$ cat src/source/bayer_sel_pkg.sv
/*
 * Shared constants for the Bayer colour tagger.
 * Pattern codes name the colours of the first two pixels of a frame.
 * Mono detection uses the low 7 bits of the U3V pixel-format word only.
 */
`default_nettype none

package bayer_sel_pkg;

	// ----------------------------------------
	// Bayer pattern codes
	// ----------------------------------------
	// First row starts G then R
	parameter int PATTERN_GR = 0;
	// First row starts R then G
	parameter int PATTERN_RG = 1;
	// First row starts G then B
	parameter int PATTERN_GB = 2;
	// First row starts B then G
	parameter int PATTERN_BG = 3;

	// ----------------------------------------
	// Default widths
	// ----------------------------------------
	parameter int DEF_PIX_WIDTH   = 10;
	parameter int DEF_CHANNEL_NUM = 4;
	parameter int DEF_REG_WIDTH   = 32;

	// ----------------------------------------
	// U3V mono pixel formats
	// ----------------------------------------
	// Low bits that identify a mono code
	parameter int FMT_ID_WIDTH = 7;
	parameter int MONO_FMT_NUM = 10;

	// Mono1p, Mono2p, Mono4p, Mono8, Mono10,
	// Mono10p, Mono12, Mono12p, Mono14, Mono16
	parameter logic [FMT_ID_WIDTH-1:0] MONO_FMT_IDS [MONO_FMT_NUM] = '{
		7'h37, 7'h38, 7'h39, 7'h01, 7'h03,
		7'h46, 7'h05, 7'h47, 7'h25, 7'h07
	};

endpackage

`default_nettype wire

$ cat src/source/mono_format_decode.sv
/*
 * Mono detection from the U3V pixel-format register.
 * Only the low FMT_ID_WIDTH bits are compared, the bits above are ignored.
 * Result is registered, so a format change shows one cycle later.
 * The format is expected to change only between frames.
 */
`timescale 1ns/1ps
`default_nettype none

module mono_format_decode #(
	parameter int REG_WIDTH = bayer_sel_pkg::DEF_REG_WIDTH
) (
	input  wire logic                 clk,
	input  wire logic                 i_arst_n,
	input  wire logic [REG_WIDTH-1:0] iv_pixel_format,
	output logic                      o_mono_sel
);

	import bayer_sel_pkg::*;

	// Format word must at least hold the id field
	generate
		if (REG_WIDTH < FMT_ID_WIDTH) begin : g_bad_width
			$fatal(1, "REG_WIDTH %0d is narrower than the format id", REG_WIDTH);
		end
	endgenerate

	// ----------------------------------------
	// Table match
	// ----------------------------------------
	logic [FMT_ID_WIDTH-1:0] fmt_id;
	logic                    fmt_match;

	// Id field of the register
	assign fmt_id = iv_pixel_format[FMT_ID_WIDTH-1:0];

	// Any hit in the mono table
	always_comb begin
		fmt_match = 1'b0;
		for (int i = 0; i < MONO_FMT_NUM; i++) begin
			if (fmt_id == MONO_FMT_IDS[i]) begin
				fmt_match = 1'b1;
			end
		end
	end

	// ----------------------------------------
	// Registered mono select
	// ----------------------------------------
	always_ff @(posedge clk or negedge i_arst_n) begin
		if (!i_arst_n) begin
			o_mono_sel <= 1'b0;
		end else begin
			o_mono_sel <= fmt_match;
		end
	end

endmodule

`default_nettype wire

$ cat src/source/video_sync_delay.sv
/*
 * One-cycle re-timing of frame-valid, line-valid and pixel data.
 * Also keeps the odd/even line parity for the Bayer row phase.
 * Parity toggles after each line end, and clears between frames
 * and while a mono format is selected.
 */
`timescale 1ns/1ps
`default_nettype none

module video_sync_delay #(
	parameter int DATA_WIDTH = bayer_sel_pkg::DEF_PIX_WIDTH * bayer_sel_pkg::DEF_CHANNEL_NUM
) (
	input  wire logic                  clk,
	input  wire logic                  i_arst_n,
	input  wire logic                  i_fval,
	input  wire logic                  i_lval,
	input  wire logic                  i_mono_sel,
	input  wire logic [DATA_WIDTH-1:0] iv_pix_data,
	output logic                       o_fval,
	output logic                       o_lval,
	output logic                       o_line_odd,
	output logic [DATA_WIDTH-1:0]      ov_pix_data
);

	logic lval_fall;

	// ----------------------------------------
	// Delay stage
	// ----------------------------------------
	// All outputs read low straight after reset
	always_ff @(posedge clk or negedge i_arst_n) begin
		if (!i_arst_n) begin
			o_fval      <= 1'b0;
			o_lval      <= 1'b0;
			ov_pix_data <= '0;
		end else begin
			o_fval      <= i_fval;
			o_lval      <= i_lval;
			ov_pix_data <= iv_pix_data;
		end
	end

	// ----------------------------------------
	// Line parity
	// ----------------------------------------
	// End of line, seen against the delayed copy
	assign lval_fall = o_lval & ~i_lval;

	// Even line first in every frame
	always_ff @(posedge clk or negedge i_arst_n) begin
		if (!i_arst_n) begin
			o_line_odd <= 1'b0;
		end else if (!i_fval || i_mono_sel) begin
			// Idle between frames and in mono mode
			o_line_odd <= 1'b0;
		end else if (lval_fall) begin
			o_line_odd <= ~o_line_odd;
		end
	end

endmodule

`default_nettype wire

$ cat src/source/cfa_flag_gen.sv
/*
 * Per-channel R, G and B flags for a Bayer colour-filter stream.
 * CHANNEL_NUM is 1 or even; pixel 0 of a word sits in channel 0.
 * Flags are registered and line up with the delayed line-valid.
 * Line parity comes from outside and must be settled before a line starts.
 * Flags are all zero outside a line and in mono mode.
 */
`timescale 1ns/1ps
`default_nettype none

module cfa_flag_gen #(
	parameter int BAYER_PATTERN = bayer_sel_pkg::PATTERN_GR,
	parameter int CHANNEL_NUM   = bayer_sel_pkg::DEF_CHANNEL_NUM
) (
	input  wire logic                   clk,
	input  wire logic                   i_arst_n,
	input  wire logic                   i_lval,
	input  wire logic                   i_mono_sel,
	input  wire logic                   i_line_odd,
	output logic      [CHANNEL_NUM-1:0] ov_r_flag,
	output logic      [CHANNEL_NUM-1:0] ov_g_flag,
	output logic      [CHANNEL_NUM-1:0] ov_b_flag
);

	import bayer_sel_pkg::*;

	// ----------------------------------------
	// Elaboration checks
	// ----------------------------------------
	generate
		if (CHANNEL_NUM < 1 || (CHANNEL_NUM > 1 && CHANNEL_NUM % 2 != 0)) begin : g_bad_ch
			$fatal(1, "CHANNEL_NUM %0d must be 1 or even", CHANNEL_NUM);
		end
		if (BAYER_PATTERN < PATTERN_GR || BAYER_PATTERN > PATTERN_BG) begin : g_bad_pat
			$fatal(1, "Unsupported BAYER_PATTERN code %0d", BAYER_PATTERN);
		end
	endgenerate

	// ----------------------------------------
	// Pattern layout
	// ----------------------------------------
	// Green at row 0, column 0 for GR and GB
	localparam logic GREEN_FIRST = (BAYER_PATTERN == PATTERN_GR) ||
		(BAYER_PATTERN == PATTERN_GB);
	// Row that carries red, the other one carries blue
	localparam logic RED_ROW = !((BAYER_PATTERN == PATTERN_GR) ||
		(BAYER_PATTERN == PATTERN_RG));

	// Colour at a (row, column) parity, packed as {r, g, b}
	function automatic logic [2:0] cfa_colour(input logic row, input logic col);
		logic is_green;
		// Green sits on the diagonal through the first green pixel
		is_green = ((row ^ col) == !GREEN_FIRST);
		cfa_colour = {!is_green && (row == RED_ROW), is_green, !is_green && (row != RED_ROW)};
	endfunction

	// ----------------------------------------
	// Column parity per lane
	// ----------------------------------------
	logic [CHANNEL_NUM-1:0] lane_col;
	logic [CHANNEL_NUM-1:0] r_nxt;
	logic [CHANNEL_NUM-1:0] g_nxt;
	logic [CHANNEL_NUM-1:0] b_nxt;

	generate
		if (CHANNEL_NUM == 1) begin : g_single
			// One pixel per clock, column walks with time
			logic pix_odd;

			always_ff @(posedge clk or negedge i_arst_n) begin
				if (!i_arst_n) begin
					pix_odd <= 1'b0;
				end else if (!i_lval || i_mono_sel) begin
					// Restart at each line
					pix_odd <= 1'b0;
				end else begin
					pix_odd <= ~pix_odd;
				end
			end

			assign lane_col[0] = pix_odd;
		end else begin : g_multi
			// Even word width, so each lane keeps a fixed column
			for (genvar c = 0; c < CHANNEL_NUM; c++) begin : g_lane
				assign lane_col[c] = 1'(c % 2);
			end
		end
	endgenerate

	// ----------------------------------------
	// Colour lookup
	// ----------------------------------------
	generate
		for (genvar c = 0; c < CHANNEL_NUM; c++) begin : g_colour
			assign {r_nxt[c], g_nxt[c], b_nxt[c]} = cfa_colour(i_line_odd, lane_col[c]);
		end
	endgenerate

	// ----------------------------------------
	// Flag registers
	// ----------------------------------------
	always_ff @(posedge clk or negedge i_arst_n) begin
		if (!i_arst_n) begin
			ov_r_flag <= '0;
			ov_g_flag <= '0;
			ov_b_flag <= '0;
		end else if (!i_lval || i_mono_sel) begin
			// No statistics outside a line or in mono
			ov_r_flag <= '0;
			ov_g_flag <= '0;
			ov_b_flag <= '0;
		end else begin
			ov_r_flag <= r_nxt;
			ov_g_flag <= g_nxt;
			ov_b_flag <= b_nxt;
		end
	end

endmodule

`default_nettype wire

$ cat src/source/bayer_sel_top.sv
/*
 * Bayer colour tagger, top level.
 * Free-running stream, no back-pressure: one word accepted every cycle.
 * All outputs are the input of one cycle earlier plus colour flags.
 * CHANNEL_NUM must be 1 or even.
 */
`timescale 1ns/1ps
`default_nettype none

module bayer_sel_top #(
	parameter int BAYER_PATTERN = bayer_sel_pkg::PATTERN_GR,
	parameter int PIX_WIDTH     = bayer_sel_pkg::DEF_PIX_WIDTH,
	parameter int CHANNEL_NUM   = bayer_sel_pkg::DEF_CHANNEL_NUM,
	parameter int REG_WIDTH     = bayer_sel_pkg::DEF_REG_WIDTH
) (
	input  wire logic                             clk,
	input  wire logic                             i_arst_n,
	input  wire logic                             i_fval,
	input  wire logic                             i_lval,
	input  wire logic [PIX_WIDTH*CHANNEL_NUM-1:0] iv_pix_data,
	input  wire logic [REG_WIDTH-1:0]             iv_pixel_format,
	output logic                                  o_fval,
	output logic                                  o_lval,
	output logic      [PIX_WIDTH*CHANNEL_NUM-1:0] ov_pix_data,
	output logic                                  o_mono_sel,
	output logic      [CHANNEL_NUM-1:0]           ov_r_flag,
	output logic      [CHANNEL_NUM-1:0]           ov_g_flag,
	output logic      [CHANNEL_NUM-1:0]           ov_b_flag
);

	// Shared between the blocks
	logic mono_sel;
	logic line_odd;

	assign o_mono_sel = mono_sel;

	// ----------------------------------------
	// Format decode
	// ----------------------------------------
	mono_format_decode #(
		.REG_WIDTH (REG_WIDTH)
	) u_mono_format_decode (
		.clk             (clk),
		.i_arst_n        (i_arst_n),
		.iv_pixel_format (iv_pixel_format),
		.o_mono_sel      (mono_sel)
	);

	// ----------------------------------------
	// Stream delay and line parity
	// ----------------------------------------
	video_sync_delay #(
		.DATA_WIDTH (PIX_WIDTH * CHANNEL_NUM)
	) u_video_sync_delay (
		.clk         (clk),
		.i_arst_n    (i_arst_n),
		.i_fval      (i_fval),
		.i_lval      (i_lval),
		.i_mono_sel  (mono_sel),
		.iv_pix_data (iv_pix_data),
		.o_fval      (o_fval),
		.o_lval      (o_lval),
		.o_line_odd  (line_odd),
		.ov_pix_data (ov_pix_data)
	);

	// Flags take the raw line-valid, so they land with o_lval
	cfa_flag_gen #(
		.BAYER_PATTERN (BAYER_PATTERN),
		.CHANNEL_NUM   (CHANNEL_NUM)
	) u_cfa_flag_gen (
		.clk        (clk),
		.i_arst_n   (i_arst_n),
		.i_lval     (i_lval),
		.i_mono_sel (mono_sel),
		.i_line_odd (line_odd),
		.ov_r_flag  (ov_r_flag),
		.ov_g_flag  (ov_g_flag),
		.ov_b_flag  (ov_b_flag)
	);

endmodule

`default_nettype wire

$ cat config.mk
export PLATFORM = sky130hd
export DESIGN_NAME = bayer_sel_top
export DESIGN_NICKNAME = d
export VERILOG_FILES = /design/src/source/bayer_sel_pkg.sv /design/src/source/mono_format_decode.sv /design/src/source/video_sync_delay.sv /design/src/source/cfa_flag_gen.sv /design/src/source/bayer_sel_top.sv
export SDC_FILE = /design/constraint.sdc
export NUM_CORES = 1
export LEC_CHECK = 0
export ABC_AREA = 1
export BUFFER_PORTS_ARGS = -buffer_cell sky130_fd_sc_hd__buf_4
export CAP_MARGIN = 20
export CORE_MARGIN = 5
export CORE_UTILIZATION = 31
export CTS_BUF_LIST = sky130_fd_sc_hd__clkbuf_8 sky130_fd_sc_hd__clkbuf_16
export DETAILED_ROUTE_END_ITERATION = 12
export HOLD_SLACK_MARGIN = 0.08
export PLACE_DENSITY = 0.81
export SLEW_MARGIN = 10
export SYNTH_ARGS = -nofsm -noshare
export SYNTH_HDL_FRONTEND = slang
export SYNTH_SLANG_ARGS = --single-unit
$ cat constraint.sdc
create_clock -name clk -period 0.8 [get_ports clk]
set_input_delay 0.08 -clock clk [delete_from_list [all_inputs] [get_ports clk]]
set_output_delay 0.08 -clock clk [all_outputs]
set_load 0.02 [all_outputs]
# Word level (Yosys, flattened, before mapping)
# Cells that the tools add are included.
# W data, S select, Z words.
# totals
ff_bits,56
in_bits,76
output_inout_bits,55
elab_cells,43
# op_classes
eq_ne,10
muxes,15
n_bitwise,3
n_reduce_logical,7
# ops
operator,count
$eq A7 B6 Y1 const B,4
$eq A7 B3 Y1 const B,2
$eq A7 B7 Y1 const B,2
$mux W1,12
$mux W4,2
$eq A7 B1 Y1 const B,1
$eq A7 B2 Y1 const B,1
$logic_not A1 Y1,3
$mux W3,1
$logic_or A1 B1 Y1,2
$not A1 Y1,2
$reduce_bool A2 Y1,1
$and A1 B1 Y1,1
$logic_and A1 B1 Y1,1

# Longest topological paths before layout
# logic_depth
depth_word,11
ltp_mapped,7
depth_no_buf,7

# Hierarchy
# A second synthesis with hierarchy kept.
# unflattened
hier_cells,88
hier_area_um2,1361.3
# modules_own_cells
module,n_inst,cells_per_inst,area_per_inst_um2
video_sync_delay,1,50,1112.3
cfa_flag_gen,1,18,147.6
mono_format_decode,1,20,101.3

# Least setup slack after synthesis
# No wires, ideal clock.
# synth_timing
kind,flip-flop to flip-flop
from,register u_video_sync_delay.o_lval
to,register u_video_sync_delay.o_line_odd
setup_time_ps,133
arrival_ps,656
required_time_ps,667
slack_ps,11
stages_incl_launch_ff,3
path_buffers,0
period_less_slack_ps,789
path_cell_list,dfrtp_1 a21oi_1 nor3_1
# synth_between
elab_chain_cells,2
# synth_rtl
item,line_no,source
from (decl),video_sync_delay.sv:20,"output logic o_lval,"
from (signal assigned),video_sync_delay.sv:38,o_lval <= i_lval;
$and A1 B1 Y1,video_sync_delay.sv:47,assign lval_fall = o_lval & ~i_lval;
$reduce_bool A2 Y1 (no source line),--,
to (signal assigned),video_sync_delay.sv:57,o_line_odd <= ~o_line_odd;
to (decl),video_sync_delay.sv:21,"output logic o_line_odd,"
# No other way between the ends.
# A chain may end at the register's enable or synchronous reset.

# Worst setup path after layout
# layout_timing
from,register u_cfa_flag_gen.ov_g_flag[1]
to,output ov_g_flag[1]
# layout_lines
item,line_no,source
from (decl),cfa_flag_gen.sv:21,"output logic [CHANNEL_NUM-1:0] ov_g_flag,"
from (signal assigned),cfa_flag_gen.sv:114,ov_g_flag <= g_nxt;
to (decl),bayer_sel_top.sv:27,"output logic [CHANNEL_NUM-1:0] ov_g_flag,"
# No word-level cell between the ends.

==> out/metrics.csv <==
stage;metric;value;unit
run_status;run status;finished, violations left;
run_status;failing checks;negative setup slack;
final_layout;number of standard cells in the layout, taps in and fillers out;284;
routing;final wirelength;3850;um
clocking;clock-pin slew on the worst setup and hold paths;0.08;ns
yosys;top-area cell type share of the netlist area;85.8;%
timing;Clock Skews;0.000471;ns
timing;part of the cycle the worst path needs;119;%
pwr;Peak VDD IR;0.000870;V
grt;global-route wire length before repair;5720;um
worst_setup_path;Largest stage delay, worst path;0.41;ns
grt;GR Overflow Total;0;
worst_setup_path;required time of the worst setup path;0.72;ns
clocking;clock latency reported for the late side of the worst-skew pair;0.28;ns
floorplanning;initial core utilization;31.5;%
yosys;Mapped Cells;83;
final_layout;most common library cell in the layout ignoring fill and taps;buf_4;
yosys;Area contributors post-synth;dfrtp_1 (86%), buf_4 (5.6%), nand2_1 (2.5%);
yosys;multiplexer share of the synthesized area;0;%
worst_setup_path;depth of the worst register-to-register path;3;
worst_setup_path;worst-path fanout max;4;
grt;via count of the first global-routing pass;1271;
yosys;xor/xnor share of the synthesized area;0;%
grt;Global Route met2 Usage;26.6;%
clocking;Max H-tree Level;2;
worst_setup_path;highest-delay cell along the critical path;dfrtp_1;
grt;largest net degree at the start of global routing;47;
grt;number of antenna violations at the first check in global routing;0;
hold_path;Hold WC Path Type;primary input to flip-flop;
final_layout;count of antenna diodes in the layout;0;
timing;post-route minimum period;0.950;ns
placed_design;Post-DP Area;2120;sq um
floorplanning;floorplan core area;4260;sq um
timing;least setup slack across all paths after layout;-0.150;ns
routing;total DRC errors in the routed layout;0;
pwr;leakage power total;1.44;nW
yosys;basic-gate share of the synthesized area counting and, or, nand and nor cells;5.50;%
worst_setup_path;series of cell instances along the critical path;buf_4;
yosys;Post-Synthesis Cell Area;1340;sq um
placed_design;number of placed cells counting well taps;230;
worst_setup_path;Crit path max-delay family;flip-flops;
routing;detailed router's first-iteration violation count;13;
routing;Via Count;1134;
worst_setup_path;Worst EP arrival;0.87;ns
yosys;adder-cell share of the synthesized area;0;%
final_layout;post-route cell area;2870;sq um
clocking;cell at the root of the clock tree;clkbuf_8;
floorplanning;Boundary Pins;131;
timing;setup repair after global routing missed its margin;true;
timing;setup tns final;-4.44;ns
final_layout;area growth from synthesis to layout;114;%
timing;Slew Limit Fails;0;
grt;Global Route Usage Sum;13.7;%
timing;final hold viol count;0;
yosys;Cell variety after synth;12;
routing;remaining antenna violation count;0;
placed_design;I/O Buffers;101;
routing;via density per instance;3.99;
floorplanning;# rows;24;
final_layout;most frequent cells in the layout;buf_4 (57), dfrtp_1 (46), buf_6 (45), dlygate4sd3_1 (44), nand2_1 (8);
final_layout;share of layout cells above drive strength 1;50.4;%
yosys;fraction of the mapped netlist area in compound gates;1.12;%
timing;maximum achievable frequency;1050;MHz
timing;Setup violations, final;52;
placed_design;Post-Place Setup Slack;0.0130;ns
hold_path;Hold Crit Depth;4;
yosys;largest family of logic cells by synthesized area;buffers and inverters;
clocking;clock tree sinks;46;
yosys;number of synthesized register bits;46;
final_layout;nets;307;
grt;GR Layer Usage met3;6.20;%
routing;average wire length per cell after detail routing;13.6;um
worst_setup_path;Worst path depth;1;
clocking;deepest clock path buffer count;2;
grt;most used routing layer;met2;
run;number of max-capacitance violations reported;0;
routing;first-pass detailed-route iteration total;3;
clocking;TritonCTS clock tree;yes;
worst_setup_path;internal reg-to-reg setup slack;-0.05;ns
yosys;Seq/Total Area, Yosys;85.8;%
placed_design;Placer Congestion;0.637;
floorplanning;chip width;75.8;um
worst_setup_path;Setup crit start kind;flip-flop;
timing;worst hold margin;0.0847;ns
pwr;total power density per cell area;1700;nW/um^2
worst_setup_path;CP bufs+invs;1;
yosys;Yosys warnings;0;
grt;GR Layer Usage met1;12.4;%
worst_setup_path;Reg-to-Reg Start;u_video_sync_delay.o_lval$_DFF_PN0_;
floorplanning;height of the die;75.8;um
clocking;clock buffer count from CTS;5;
worst_setup_path;critical register-to-register path endpoint;u_video_sync_delay.o_line_odd$_DFFE_PN0P_;
worst_setup_path;Worst setup EP type;primary output;
placed_design;detailed placement HPWL;2570;um
hold_path;Hold Path Sink;u_mono_format_decode.o_mono_sel$_DFF_PN0_;
hold_path;Min-Delay Startpoint;iv_pixel_format[3];
yosys;Post-Syn Area per Cell;16.2;sq um
floorplanning;die outline area;5740;sq um
worst_setup_path;critical path type;flip-flop to primary output;
yosys;Yosys top cell by area;dfrtp_1;
cell type report:
cell class                 instances  area [sq um]
tap                               52          65.1
multi-input combinational         24           136
clock buffer                       6          82.6
clock inverter                     2          8.76
sequential                        46          1150
timing repair buffer             148          1410
fill                             310          1390
inverter                           6          22.5
registers in the layout, summed over array words and instances, names as in the netlist:
| signal | flops |
|---|---|
| u_mono_format_decode.o_mono_sel | 1 |
| u_video_sync_delay.o_line_odd | 1 |
| u_cfa_flag_gen.ov_r_flag | 1 |
| u_video_sync_delay.ov_pix_data | 40 |
| u_cfa_flag_gen.ov_g_flag | 1 |
| u_video_sync_delay.o_lval | 1 |
| u_video_sync_delay.o_fval | 1 |
power by group:
| group | switching (mW) | total, mW | internal, mW |
|---|---|---|---|
| Clock | 0.681 | 1.36 | 0.684 |
| Combinational | 0.416 | 0.996 | 0.580 |
| Sequential | 0.0696 | 2.51 | 2.45 |
| Total | 1.17 | 4.88 | 3.71 |
routing by layer:
layer | vias up | part of all wire [%]
met5 | - | 0
met4 | 0 | 0.52
met3 | 5 | 11
met2 | 59 | 60
met1 | 535 | 29
li1 | 535 | -
per-stage QoR:
stage                     total power, mW  utilization (%)
after floorplan                      2.82                -
after global placement               3.24             49.7
after global routing                 5.12             67.4
after CTS                            4.94             66.8
final                                4.88             67.4
after detailed placement             3.26             49.7
synthesized netlist by cell type:
cell	instances
nand2_1	9
dfrtp_1	46
nand3_1	3
inv_1	5
conb_1	1
a21oi_1	1
nor3b_1	1
o21ai_1	2
nor3_1	2
nor2_1	2
buf_4	10
inv_2	1
worst min-delay path, delay by kind of cell:
kind,cells,cell delay (ns)
simple gates,2,0.11
buf+inv,1,0.08
compound gates,1,0.06
worst max-delay path by stage:
stage | slack [ns] | from | endpoint
final | -0.15 | u_cfa_flag_gen.ov_g_flag[1]$_DFF_PN0_ | ov_g_flag[1]
after global routing | -0.19 | u_cfa_flag_gen.ov_g_flag[1]$_DFF_PN0_ | ov_g_flag[3]
after CTS | -0.16 | u_cfa_flag_gen.ov_g_flag[1]$_DFF_PN0_ | ov_g_flag[1]
after detailed placement | 0.01 | u_video_sync_delay.o_line_odd$_DFFE_PN0P_ | u_video_sync_delay.o_line_odd$_DFFE_PN0P_
after global placement | 0.08 | u_video_sync_delay.o_line_odd$_DFFE_PN0P_ | u_video_sync_delay.o_line_odd$_DFFE_PN0P_
after floorplan | 0.01 | u_video_sync_delay.o_lval$_DFF_PN0_ | u_video_sync_delay.o_line_odd$_DFFE_PN0P_
cells by family after synthesis:
| logic type | Yosys count |
|---|---|
| AND/OR/NAND/NOR | 17 |
| other | 1 |
| buffers and inverters | 16 |
| flip-flops | 46 |
| AO/OA/AOI/OAI | 3 |
repair_timing:
action,CTS,global route
pin swaps,0,4
resized for setup,45,8
endpoints found under the hold margin,90,0
buffers inserted,2,0
endpoints found under the setup margin,52,55
hold buffers,45,0
Power figures use the tool's default switching activity.
